File: config.mk
export PLATFORM = sky130hd
export DESIGN_NAME = calc_top
export DESIGN_NICKNAME = d
export VERILOG_FILES = /design/src/hdl/calc_pkg.sv /design/src/hdl/addsub_unit.sv /design/src/hdl/calc_controller.sv /design/src/hdl/calc_top.sv /design/src/hdl/key_entry.sv /design/src/hdl/shift_add_multiplier.sv
export SDC_FILE = /design/constraint.sdc
export NUM_CORES = 1
export LEC_CHECK = 0
export BUFFER_PORTS_ARGS = -buffer_cell sky130_fd_sc_hd__buf_2
export CAP_MARGIN = 20
export CELL_PAD_IN_SITES_DETAIL_PLACEMENT = 1
export CELL_PAD_IN_SITES_GLOBAL_PLACEMENT = 1
export CORE_UTILIZATION = 50
export CTS_BUF_LIST = sky130_fd_sc_hd__clkbuf_8 sky130_fd_sc_hd__clkbuf_16
export CTS_CLUSTER_SIZE = 16
export DETAILED_ROUTE_END_ITERATION = 8
export GPL_TIMING_DRIVEN = 1
export PLACE_DENSITY_LB_ADDON = 0.15
export SYNTH_ARGS = -nofsm -noshare
export SYNTH_HDL_FRONTEND = slang
export SYNTH_SLANG_ARGS = --single-unit
File: constraint.sdc
create_clock -name clk -period 9.53 [get_ports clk]
set_input_delay 2.859 -clock clk [delete_from_list [all_inputs] [get_ports clk]]
set_output_delay 2.859 -clock clk [all_outputs]
set_load 0.1 [all_outputs]
File: src/hdl/calc_pkg.sv
package calc_pkg;

    // Keypad digit width, legal digits are 0 to 9
    localparam int KEY_WIDTH = 4;
    localparam logic [KEY_WIDTH-1:0] DIGIT_MAX = 4'd9;  // Largest accepted digit

    // Operator key codes
    typedef enum logic [2:0] {
        OP_NONE = 3'd0,                                  // No operator key
        OP_ADD  = 3'd1,
        OP_SUB  = 3'd2,
        OP_MUL  = 3'd3
    } calc_op_t;

    // Key entry FSM
    typedef enum logic [1:0] {
        ENTER_FIRST  = 2'd0,                             // Building operand A
        ENTER_SECOND = 2'd1,                             // Building operand B
        WAIT_RESULT  = 2'd2                              // Keys dropped here
    } entry_state_t;

    // Controller FSM
    typedef enum logic [1:0] {
        IDLE       = 2'd0,
        RUN_ADDSUB = 2'd1,                               // Serial adder busy
        RUN_MUL    = 2'd2,                               // Multiplier busy
        SHOW       = 2'd3                                // Result to display
    } ctrl_state_t;

    // Codes 4 to 7 count as no key
    function automatic logic op_is_valid(input calc_op_t code);
        return (code == OP_ADD) || (code == OP_SUB) || (code == OP_MUL);
    endfunction

endpackage

File: src/hdl/addsub_unit.sv
module addsub_unit #(
    parameter int DATA_WIDTH = 16
) (
    input  logic                  clk,
    input  logic                  nRST,
    input  logic                  start,                 // Ignored while busy
    input  logic                  sub,                   // 1 selects a - b
    input  logic [DATA_WIDTH-1:0] in_a,
    input  logic [DATA_WIDTH-1:0] in_b,
    output logic [DATA_WIDTH-1:0] result,
    output logic                  finish                 // One cycle, result valid
);
    localparam int CNT_W = (DATA_WIDTH > 1) ? $clog2(DATA_WIDTH) : 1;

    logic                  busy;
    logic [CNT_W-1:0]      bit_cnt;                      // Index of bit in flight
    logic                  load;                         // Accepted start
    logic                  last_bit;
    logic [DATA_WIDTH-1:0] a_sh;                         // Remaining bits of a
    logic [DATA_WIDTH-1:0] b_sh;                         // Remaining bits of b, inverted on sub
    logic [DATA_WIDTH-1:0] b_eff;
    logic                  carry;
    logic                  a_bit;
    logic                  b_bit;
    logic                  c_in;
    logic                  sum_bit;
    logic                  c_out;

    assign load     = start && !busy;
    assign last_bit = (bit_cnt == CNT_W'(DATA_WIDTH - 1));
    assign b_eff    = sub ? ~in_b : in_b;                // Two's complement with carry-in 1

    // Bit 0 is summed on the start edge straight from the inputs
    assign a_bit   = busy ? a_sh[0] : in_a[0];
    assign b_bit   = busy ? b_sh[0] : b_eff[0];
    assign c_in    = busy ? carry : sub;
    assign sum_bit = a_bit ^ b_bit ^ c_in;
    assign c_out   = (a_bit & b_bit) | (c_in & (a_bit ^ b_bit));

    always_ff @(posedge clk or posedge nRST) begin
        if (nRST) begin
            busy    <= 1'b0;
            finish  <= 1'b0;
            bit_cnt <= '0;
        end else begin
            finish <= 1'b0;
            if (load) begin
                busy    <= 1'b1;
                bit_cnt <= CNT_W'(1);                    // Bit 0 done on this edge
            end else if (busy) begin
                bit_cnt <= bit_cnt + 1'b1;
                if (last_bit) begin
                    busy   <= 1'b0;
                    finish <= 1'b1;
                end
            end
        end
    end

    // Serial datapath, sum bits enter at the top and walk down
    always_ff @(posedge clk or posedge nRST) begin
        if (nRST) begin
            a_sh   <= '0;
            b_sh   <= '0;
            carry  <= 1'b0;
            result <= '0;
        end else begin
            if (load) begin
                a_sh <= in_a >> 1;
                b_sh <= b_eff >> 1;
            end else if (busy) begin
                a_sh <= a_sh >> 1;
                b_sh <= b_sh >> 1;
            end
            if (load || busy) begin
                carry  <= c_out;
                result <= {sum_bit, result[DATA_WIDTH-1:1]};
            end
        end
    end

endmodule

File: src/hdl/calc_controller.sv
module calc_controller #(
    parameter int DATA_WIDTH = 16
) (
    input  logic                  clk,
    input  logic                  nRST,
    input  logic                  calc_go,               // Operands ready from entry
    input  calc_pkg::calc_op_t    op,
    input  logic [DATA_WIDTH-1:0] operand_a,
    input  logic [DATA_WIDTH-1:0] operand_b,
    input  logic [DATA_WIDTH-1:0] addsub_result,
    input  logic                  addsub_finish,
    input  logic [DATA_WIDTH-1:0] mul_result,
    input  logic                  mul_finish,
    output logic [DATA_WIDTH-1:0] unit_a,                // Shared operand bus
    output logic [DATA_WIDTH-1:0] unit_b,
    output logic                  sub,                   // Adder mode, high for OP_SUB
    output logic                  addsub_start,
    output logic                  mul_start,
    output logic                  entry_clear,           // Releases key entry
    output logic                  complete,              // New result flag
    output logic [DATA_WIDTH-1:0] display_output
);
    import calc_pkg::*;

    ctrl_state_t           state;
    logic                  use_mul;                      // Multiplier owns this operation
    logic                  dispatch;
    logic [DATA_WIDTH-1:0] unit_result;

    assign dispatch = (state == IDLE) && calc_go;

    // Pick the result of the unit that ran
    assign unit_result = use_mul ? mul_result : addsub_result;

    always_ff @(posedge clk or posedge nRST) begin
        if (nRST) begin
            state          <= IDLE;
            use_mul        <= 1'b0;
            sub            <= 1'b0;
            addsub_start   <= 1'b0;
            mul_start      <= 1'b0;
            entry_clear    <= 1'b0;
            complete       <= 1'b0;
            display_output <= '0;
        end else begin
            addsub_start <= 1'b0;                        // All strobes are one cycle
            mul_start    <= 1'b0;
            entry_clear  <= 1'b0;
            complete     <= 1'b0;
            case (state)
                IDLE: begin
                    if (calc_go) begin
                        case (op)
                            OP_MUL: begin
                                use_mul   <= 1'b1;
                                sub       <= 1'b0;
                                mul_start <= 1'b1;
                                state     <= RUN_MUL;
                            end
                            OP_SUB: begin
                                use_mul      <= 1'b0;
                                sub          <= 1'b1;
                                addsub_start <= 1'b1;
                                state        <= RUN_ADDSUB;
                            end
                            default: begin               // OP_ADD
                                use_mul      <= 1'b0;
                                sub          <= 1'b0;
                                addsub_start <= 1'b1;
                                state        <= RUN_ADDSUB;
                            end
                        endcase
                    end
                end
                RUN_ADDSUB: begin
                    if (addsub_finish) begin
                        state <= SHOW;
                    end
                end
                RUN_MUL: begin
                    if (mul_finish) begin
                        state <= SHOW;
                    end
                end
                SHOW: begin
                    display_output <= unit_result;       // Held until next SHOW
                    complete       <= 1'b1;
                    entry_clear    <= 1'b1;
                    state          <= IDLE;
                end
                default: begin
                    state <= IDLE;
                end
            endcase
        end
    end

    // Operands are captured once and stay put while a unit runs
    always_ff @(posedge clk or posedge nRST) begin
        if (nRST) begin
            unit_a <= '0;
            unit_b <= '0;
        end else if (dispatch) begin
            unit_a <= operand_a;
            unit_b <= operand_b;
        end
    end

endmodule

File: src/hdl/calc_top.sv
module calc_top #(
    parameter int DATA_WIDTH = 16
) (
    input  logic                           clk,
    input  logic                           nRST,
    input  logic                           key_press,
    input  logic [calc_pkg::KEY_WIDTH-1:0] keypad_digit,
    input  calc_pkg::calc_op_t             operator_key,
    input  logic                           equal_key,
    output logic                           complete,
    output logic [DATA_WIDTH-1:0]          display_output
);
    import calc_pkg::*;

    // Entry to controller
    logic [DATA_WIDTH-1:0] operand_a;
    logic [DATA_WIDTH-1:0] operand_b;
    calc_op_t              op;
    logic                  calc_go;
    logic                  entry_clear;

    // Controller to units
    logic [DATA_WIDTH-1:0] unit_a;
    logic [DATA_WIDTH-1:0] unit_b;
    logic                  sub;
    logic                  addsub_start;
    logic                  mul_start;

    // Units back to controller
    logic [DATA_WIDTH-1:0] addsub_result;
    logic                  addsub_finish;
    logic [DATA_WIDTH-1:0] mul_result;
    logic                  mul_finish;

    key_entry #(.DATA_WIDTH(DATA_WIDTH)) key_entry_i (
        .clk          (clk),
        .nRST         (nRST),
        .key_press    (key_press),
        .keypad_digit (keypad_digit),
        .operator_key (operator_key),
        .equal_key    (equal_key),
        .entry_clear  (entry_clear),
        .operand_a    (operand_a),
        .operand_b    (operand_b),
        .op           (op),
        .calc_go      (calc_go)
    );

    addsub_unit #(.DATA_WIDTH(DATA_WIDTH)) addsub_unit_i (
        .clk    (clk),
        .nRST   (nRST),
        .start  (addsub_start),
        .sub    (sub),
        .in_a   (unit_a),
        .in_b   (unit_b),
        .result (addsub_result),
        .finish (addsub_finish)
    );

    shift_add_multiplier #(.DATA_WIDTH(DATA_WIDTH)) shift_add_multiplier_i (
        .clk    (clk),
        .nRST   (nRST),
        .start  (mul_start),
        .in_a   (unit_a),
        .in_b   (unit_b),
        .result (mul_result),
        .finish (mul_finish)
    );

    calc_controller #(.DATA_WIDTH(DATA_WIDTH)) calc_controller_i (
        .clk            (clk),
        .nRST           (nRST),
        .calc_go        (calc_go),
        .op             (op),
        .operand_a      (operand_a),
        .operand_b      (operand_b),
        .addsub_result  (addsub_result),
        .addsub_finish  (addsub_finish),
        .mul_result     (mul_result),
        .mul_finish     (mul_finish),
        .unit_a         (unit_a),
        .unit_b         (unit_b),
        .sub            (sub),
        .addsub_start   (addsub_start),
        .mul_start      (mul_start),
        .entry_clear    (entry_clear),
        .complete       (complete),
        .display_output (display_output)
    );

endmodule

File: src/hdl/key_entry.sv
module key_entry #(
    parameter int DATA_WIDTH = 16
) (
    input  logic                           clk,
    input  logic                           nRST,
    input  logic                           key_press,     // Digit strobe
    input  logic [calc_pkg::KEY_WIDTH-1:0] keypad_digit,
    input  calc_pkg::calc_op_t             operator_key,
    input  logic                           equal_key,
    input  logic                           entry_clear,   // From controller
    output logic [DATA_WIDTH-1:0]          operand_a,
    output logic [DATA_WIDTH-1:0]          operand_b,
    output calc_pkg::calc_op_t             op,
    output logic                           calc_go        // Operands ready pulse
);
    import calc_pkg::*;

    entry_state_t state;
    logic         digit_ok;                              // Legal decimal key press

    // value * 10 + digit, as (value << 3) + (value << 1)
    function automatic logic [DATA_WIDTH-1:0] shift_in_digit(
        input logic [DATA_WIDTH-1:0] value,
        input logic [KEY_WIDTH-1:0]  digit
    );
        return (value << 3) + (value << 1) + DATA_WIDTH'(digit);
    endfunction

    assign digit_ok = key_press && (keypad_digit <= DIGIT_MAX);

    always_ff @(posedge clk or posedge nRST) begin
        if (nRST) begin
            state     <= ENTER_FIRST;
            operand_a <= '0;
            operand_b <= '0;
            op        <= OP_NONE;
            calc_go   <= 1'b0;
        end else begin
            calc_go <= 1'b0;                             // Pulse by default
            if (entry_clear) begin                       // Result shown, start over
                state     <= ENTER_FIRST;
                operand_a <= '0;
                operand_b <= '0;
                op        <= OP_NONE;
            end else begin
                case (state)
                    ENTER_FIRST: begin
                        if (digit_ok) begin
                            operand_a <= shift_in_digit(operand_a, keypad_digit);
                        end else if (op_is_valid(operator_key)) begin
                            op    <= operator_key;       // Latch operator
                            state <= ENTER_SECOND;
                        end
                    end
                    ENTER_SECOND: begin
                        if (digit_ok) begin
                            operand_b <= shift_in_digit(operand_b, keypad_digit);
                        end else if (equal_key) begin
                            calc_go <= 1'b1;             // Hand off to controller
                            state   <= WAIT_RESULT;
                        end
                    end
                    WAIT_RESULT: begin
                        state <= WAIT_RESULT;            // Hold until entry_clear
                    end
                    default: begin
                        state <= ENTER_FIRST;
                    end
                endcase
            end
        end
    end

endmodule

File: src/hdl/shift_add_multiplier.sv
module shift_add_multiplier #(
    parameter int DATA_WIDTH = 16
) (
    input  logic                  clk,
    input  logic                  nRST,
    input  logic                  start,                 // Ignored while busy
    input  logic [DATA_WIDTH-1:0] in_a,                  // Multiplicand
    input  logic [DATA_WIDTH-1:0] in_b,                  // Multiplier
    output logic [DATA_WIDTH-1:0] result,                // Low half of product
    output logic                  finish
);
    localparam int CNT_W = (DATA_WIDTH > 1) ? $clog2(DATA_WIDTH) : 1;

    logic                  busy;
    logic [CNT_W-1:0]      step_cnt;                     // Multiplier bit in flight
    logic                  load;
    logic                  last_step;
    logic [DATA_WIDTH-1:0] mcand;                        // Multiplicand, shifted left
    logic [DATA_WIDTH-1:0] mplier;                       // Multiplier, shifted right
    logic [DATA_WIDTH-1:0] cur_mcand;
    logic [DATA_WIDTH-1:0] cur_mplier;
    logic [DATA_WIDTH-1:0] cur_acc;
    logic [DATA_WIDTH-1:0] acc_next;

    assign load      = start && !busy;
    assign last_step = (step_cnt == CNT_W'(DATA_WIDTH - 1));

    // Start edge handles bit 0 from the inputs with an empty accumulator
    assign cur_mcand  = busy ? mcand : in_a;
    assign cur_mplier = busy ? mplier : in_b;
    assign cur_acc    = busy ? result : '0;
    assign acc_next   = cur_mplier[0] ? (cur_acc + cur_mcand) : cur_acc;  // Wraps

    always_ff @(posedge clk or posedge nRST) begin
        if (nRST) begin
            busy     <= 1'b0;
            finish   <= 1'b0;
            step_cnt <= '0;
        end else begin
            finish <= 1'b0;
            if (load) begin
                busy     <= 1'b1;
                step_cnt <= CNT_W'(1);
            end else if (busy) begin
                step_cnt <= step_cnt + 1'b1;
                if (last_step) begin                     // Top multiplier bit added
                    busy   <= 1'b0;
                    finish <= 1'b1;
                end
            end
        end
    end

    // Accumulator doubles as the result register
    always_ff @(posedge clk or posedge nRST) begin
        if (nRST) begin
            result <= '0;
            mcand  <= '0;
            mplier <= '0;
        end else if (load || busy) begin
            result <= acc_next;
            mcand  <= cur_mcand << 1;
            mplier <= cur_mplier >> 1;
        end
    end

endmodule

==> impl_metrics.csv <==
group,metric,value,unit
status,outcome,"completed",
yosys,synth_top_family_by_area,"compound AO/OA/AOI/OAI gates",
global_routing,grt_overflow,0,
worst_setup_path,r2r_setup_slack,6.34,ns
cts,ctsHoldBuffers,0,
global_routing,gr-usage-all-layers,24.2,%
route,drt_wl_total,24700,um
yosys,avgSynthCellArea,10.3,um2
route,drt-initial-drc-count,353,
cts,insertion_delay,0.44,ns
worst_setup_path,cp-start-kind,"input pin",
power_and_ir_drop,p_leak,0.00531,uW
worst_setup_path,path_delay_family,"compound AO/OA/AOI/OAI gates",
cts,cts.reportedPaths.clkPinSlew,0.08,ns
timing,fin_worst_skew,0.0151,ns
layout,n_antenna_cell,0,
route,ant_nets,0,
yosys,syn_inst,1032,
run,maxCapViolCount,0,
yosys,syn_nets,1124,
timing,hold_viol,0,
timing,slew_violations,0,
worst_setup_path,worst_setup_path_end_kind,"register",
timing,worstMarginPinSlew,1.05,ns
route,drcViolationCount,0,
timing,max_freq,0.199,GHz
timing,post-route-period-util,52.8,%
worst_setup_path,crit_buf_inv,3,
worst_setup_path,cp_cell_sequence,"buf_2 -> inv_1 -> fa_1 -> inv_1 -> fa_1 -> a21o_1 -> a221oi_1 -> a31o_2 -> o21ai_1 -> xnor2_1 -> o21ai_1",
timing,hold_slack,0.486,ns
placed_design,gp_congestion,0.848,
timing,fin_crit,5.03,ns
timing,rsz0062_at_grt,"no",
yosys,yosys-mux-area-fraction,11.3,%
floorplan,die_w,148,um
timing,slew_headroom,30.1,%
worst_setup_path,crit_start,"keypad_digit[3]",
worst_setup_path,max_stage_delay,0.53,ns
yosys,synth_area,10600,um2
route,avgViaCountPerCell,5.63,
min_path,hold_path_class,"reg -> reg",
yosys,synth_edf_count,0,
route,routedWlPerCell,18.6,um
floorplan,row_count,52,
min_path,min_from,"addsub_unit_i.a_sh[13]",
route,vias,7481,
yosys,synth_ff_type,"dfrtp_1",
yosys,synth_xor_area_share,4.21,%
placed_design,hpwl,17200,um
yosys,synth_compound_area_share,13.9,%
global_routing,grt_start_max_net_pins,122,
cts,cts_buffers,17,
floorplan,die-area,21800,um2
layout,nNetsFinal,1138,
yosys,synth_warnings,0,
global_routing,grt_pass1_wl,41300,um
worst_setup_path,critPathKind,"in -> reg",
yosys,synth_simple_gate_area_share,11.3,%
cts,cts_resized,0,
layout,finalNonFillerCells,1328,
yosys,synth_cell_types,63,
floorplan,pin_count,28,
worst_setup_path,r2r_start,"shift_add_multiplier_i.busy",
power_and_ir_drop,power_density,290,nW/um2
layout,area_delta_synth_final,9.32,%
power_and_ir_drop,p_int,1910,uW
cts,h-tree-depth,4,
worst_setup_path,worstPathArrival,5.34,ns
cts,cts_tree,"yes",
cts,cts_setup_buffers,0,
yosys,synthAdderAreaFrac,9.97,%
floorplan,start_util,51.8,%
floorplan,core_area,20500,um2
route,drt_pre_antenna_iters,4,
yosys,synth-seq-cells,198,
layout,drive_gt1_share,13.4,%
worst_setup_path,worst_path_max_delay_cell,"fa_1",
cts,clockBufferDepth,2,
layout,mostFrequentLayoutCells,"dfrtp_1, nand2_1, o21ai_0, nor2_1, ha_1",
power_and_ir_drop,swShare,43.4,%
worst_setup_path,cp.required,9.84,ns
floorplan,die_h,148,um
worst_setup_path,crit_fanout,3,
power_and_ir_drop,peakVddDrop,0.000138,V
layout,final.fill_count,2286,
global_routing,antenna_found_initial,0,
placed_design,portBuffers,27,
power_and_ir_drop,pwr-share-comb,41.6,%
cts,clock-sinks,198,
placed_design,placed_cells,1294,
timing,final.setup.tns,0,ns
cts,clockRootBuffer,"clkbuf_16",
yosys,async_flop_share,100,%
global_routing,first_global_vias,7855,
power_and_ir_drop,pwr-share-seq,37.8,%
layout,layout_commonest_cell,"dfrtp_1",
power_and_ir_drop,switchingPower,1460,uW
yosys,yosysSeqAreaShare,46.7,%
power_and_ir_drop,clkPwrFrac,20.6,%
timing,setup_viol,0,
[tightest hold or removal path, cell delays in order (launching register included)]
cell     delay (ns)
dfrtp_1        0.35
nand2_1        0.05
o21ai_0        0.06
[through the flow]
stage	cell area, um2	utilization [%]	setup slack, ns	total power [uW]
after floorplan	10600	-	1.27	2320
after global placement	11000	53.7	4.11	2600
after detailed placement	11000	53.7	4.02	2670
after CTS	11600	56.4	4.49	3380
after global routing	11600	56.6	4.34	3590
final	11600	56.6	4.50	3370
[power by group through the flow]
| stage | sequential, uW | combinational [uW] | clock [uW] |
|---|---|---|---|
| floorplan | 1470 | 849 | 0 |
| global placement | 1270 | 1330 | 0 |
| detailed placement | 1290 | 1380 | 0 |
| CTS | 1280 | 1390 | 713 |
| global route | 1310 | 1550 | 744 |
| finish | 1280 | 1400 | 695 |
[layout make-up]
class	count	area, um2	area share (%)
Sequential cell	198	4960	42.7
Tap cell	270	338	2.91
Multi-Input combinational cell	762	5390	46.4
Clock buffer	18	439	3.78
Clock inverter	13	113	0.970
Inverter	26	105	0.905
Timing Repair Buffer	41	268	2.31
[synth_stat cells (4+ instances only)]
cell,count,share of area [%]
dfrtp_1,198,47
nand2_1,115,4.1
o21ai_0,107,5.0
nor2_1,92,3.3
ha_1,75,8.8
mux2_2,56,5.9
mux2i_1,56,5.3
a21oi_1,51,2.4
xnor2_1,36,3.0
clkbuf_1,34,1.2
inv_1,26,0.92
a22o_1,21,1.7
and2_1,15,0.88
xor2_1,15,1.2
nand3_1,12,0.57
o21ai_1,10,0.47
buf_2,9,0.42
nor2b_1,8,0.47
nand2b_1,7,0.41
fa_1,6,1.1
o21a_1,6,0.42
a211oi_1,5,0.35
a21o_1,4,0.28
a22oi_1,4,0.28
a31oi_1,4,0.24
nor3_1,4,0.19
nor3b_1,4,0.28
[routing by layer]
| metal | vias up | global-route usage [%] | part of all wire (%) |
|---|---|---|---|
| met5 | - | 0 | 0 |
| met4 | 0 | 7.11 | 1.1 |
| met3 | 17 | 3.61 | 1.9 |
| met2 | 61 | 38.4 | 47 |
| met1 | 3751 | 34.3 | 50 |
| li1 | 3652 | - | - |
[sequential cells by signal, indices dropped and copies added (netlist names), 2 cells and up, named ones only]
| name | count |
|---|---|
| key_entry_i.op | 3 |
| key_entry_i.operand_b | 16 |
| key_entry_i.state | 2 |
| addsub_unit_i.a_sh | 15 |
| calc_controller_i.unit_b | 16 |
| calc_controller_i.state | 2 |
| shift_add_multiplier_i.step_cnt | 4 |
| shift_add_multiplier_i.mcand | 15 |
| calc_controller_i.display_output | 16 |
| shift_add_multiplier_i.mplier | 15 |
| addsub_unit_i.b_sh | 15 |
| key_entry_i.operand_a | 16 |
| addsub_unit_i.result | 16 |
| shift_add_multiplier_i.result | 15 |
| addsub_unit_i.bit_cnt | 4 |
| calc_controller_i.unit_a | 16 |
[path summary, 6_finish.rpt]
check                                                      endpoint  depth (start not counted)
worst max-delay path                      key_entry_i.operand_a[14]                         11
worst min-delay path                         addsub_unit_i.a_sh[12]                          2
worst max register to register    shift_add_multiplier_i.result[13]                          9
worst min register to register               addsub_unit_i.a_sh[12]                          2
max in group asynchronous               calc_controller_i.unit_a[9]                          3
min in group asynchronous       calc_controller_i.display_output[1]                          2
[kinds of logic after synthesis]
kind of cell               after synthesis
adders and majority gates               81
AOI/OAI and AO/OA                      244
buffers and inverters                   72
DFF                                    198
other                                    1
xor gates and xnor gates                51
and+or+nand+nor                        272
muxes                                  113
Power figures use the tool's default switching activity.
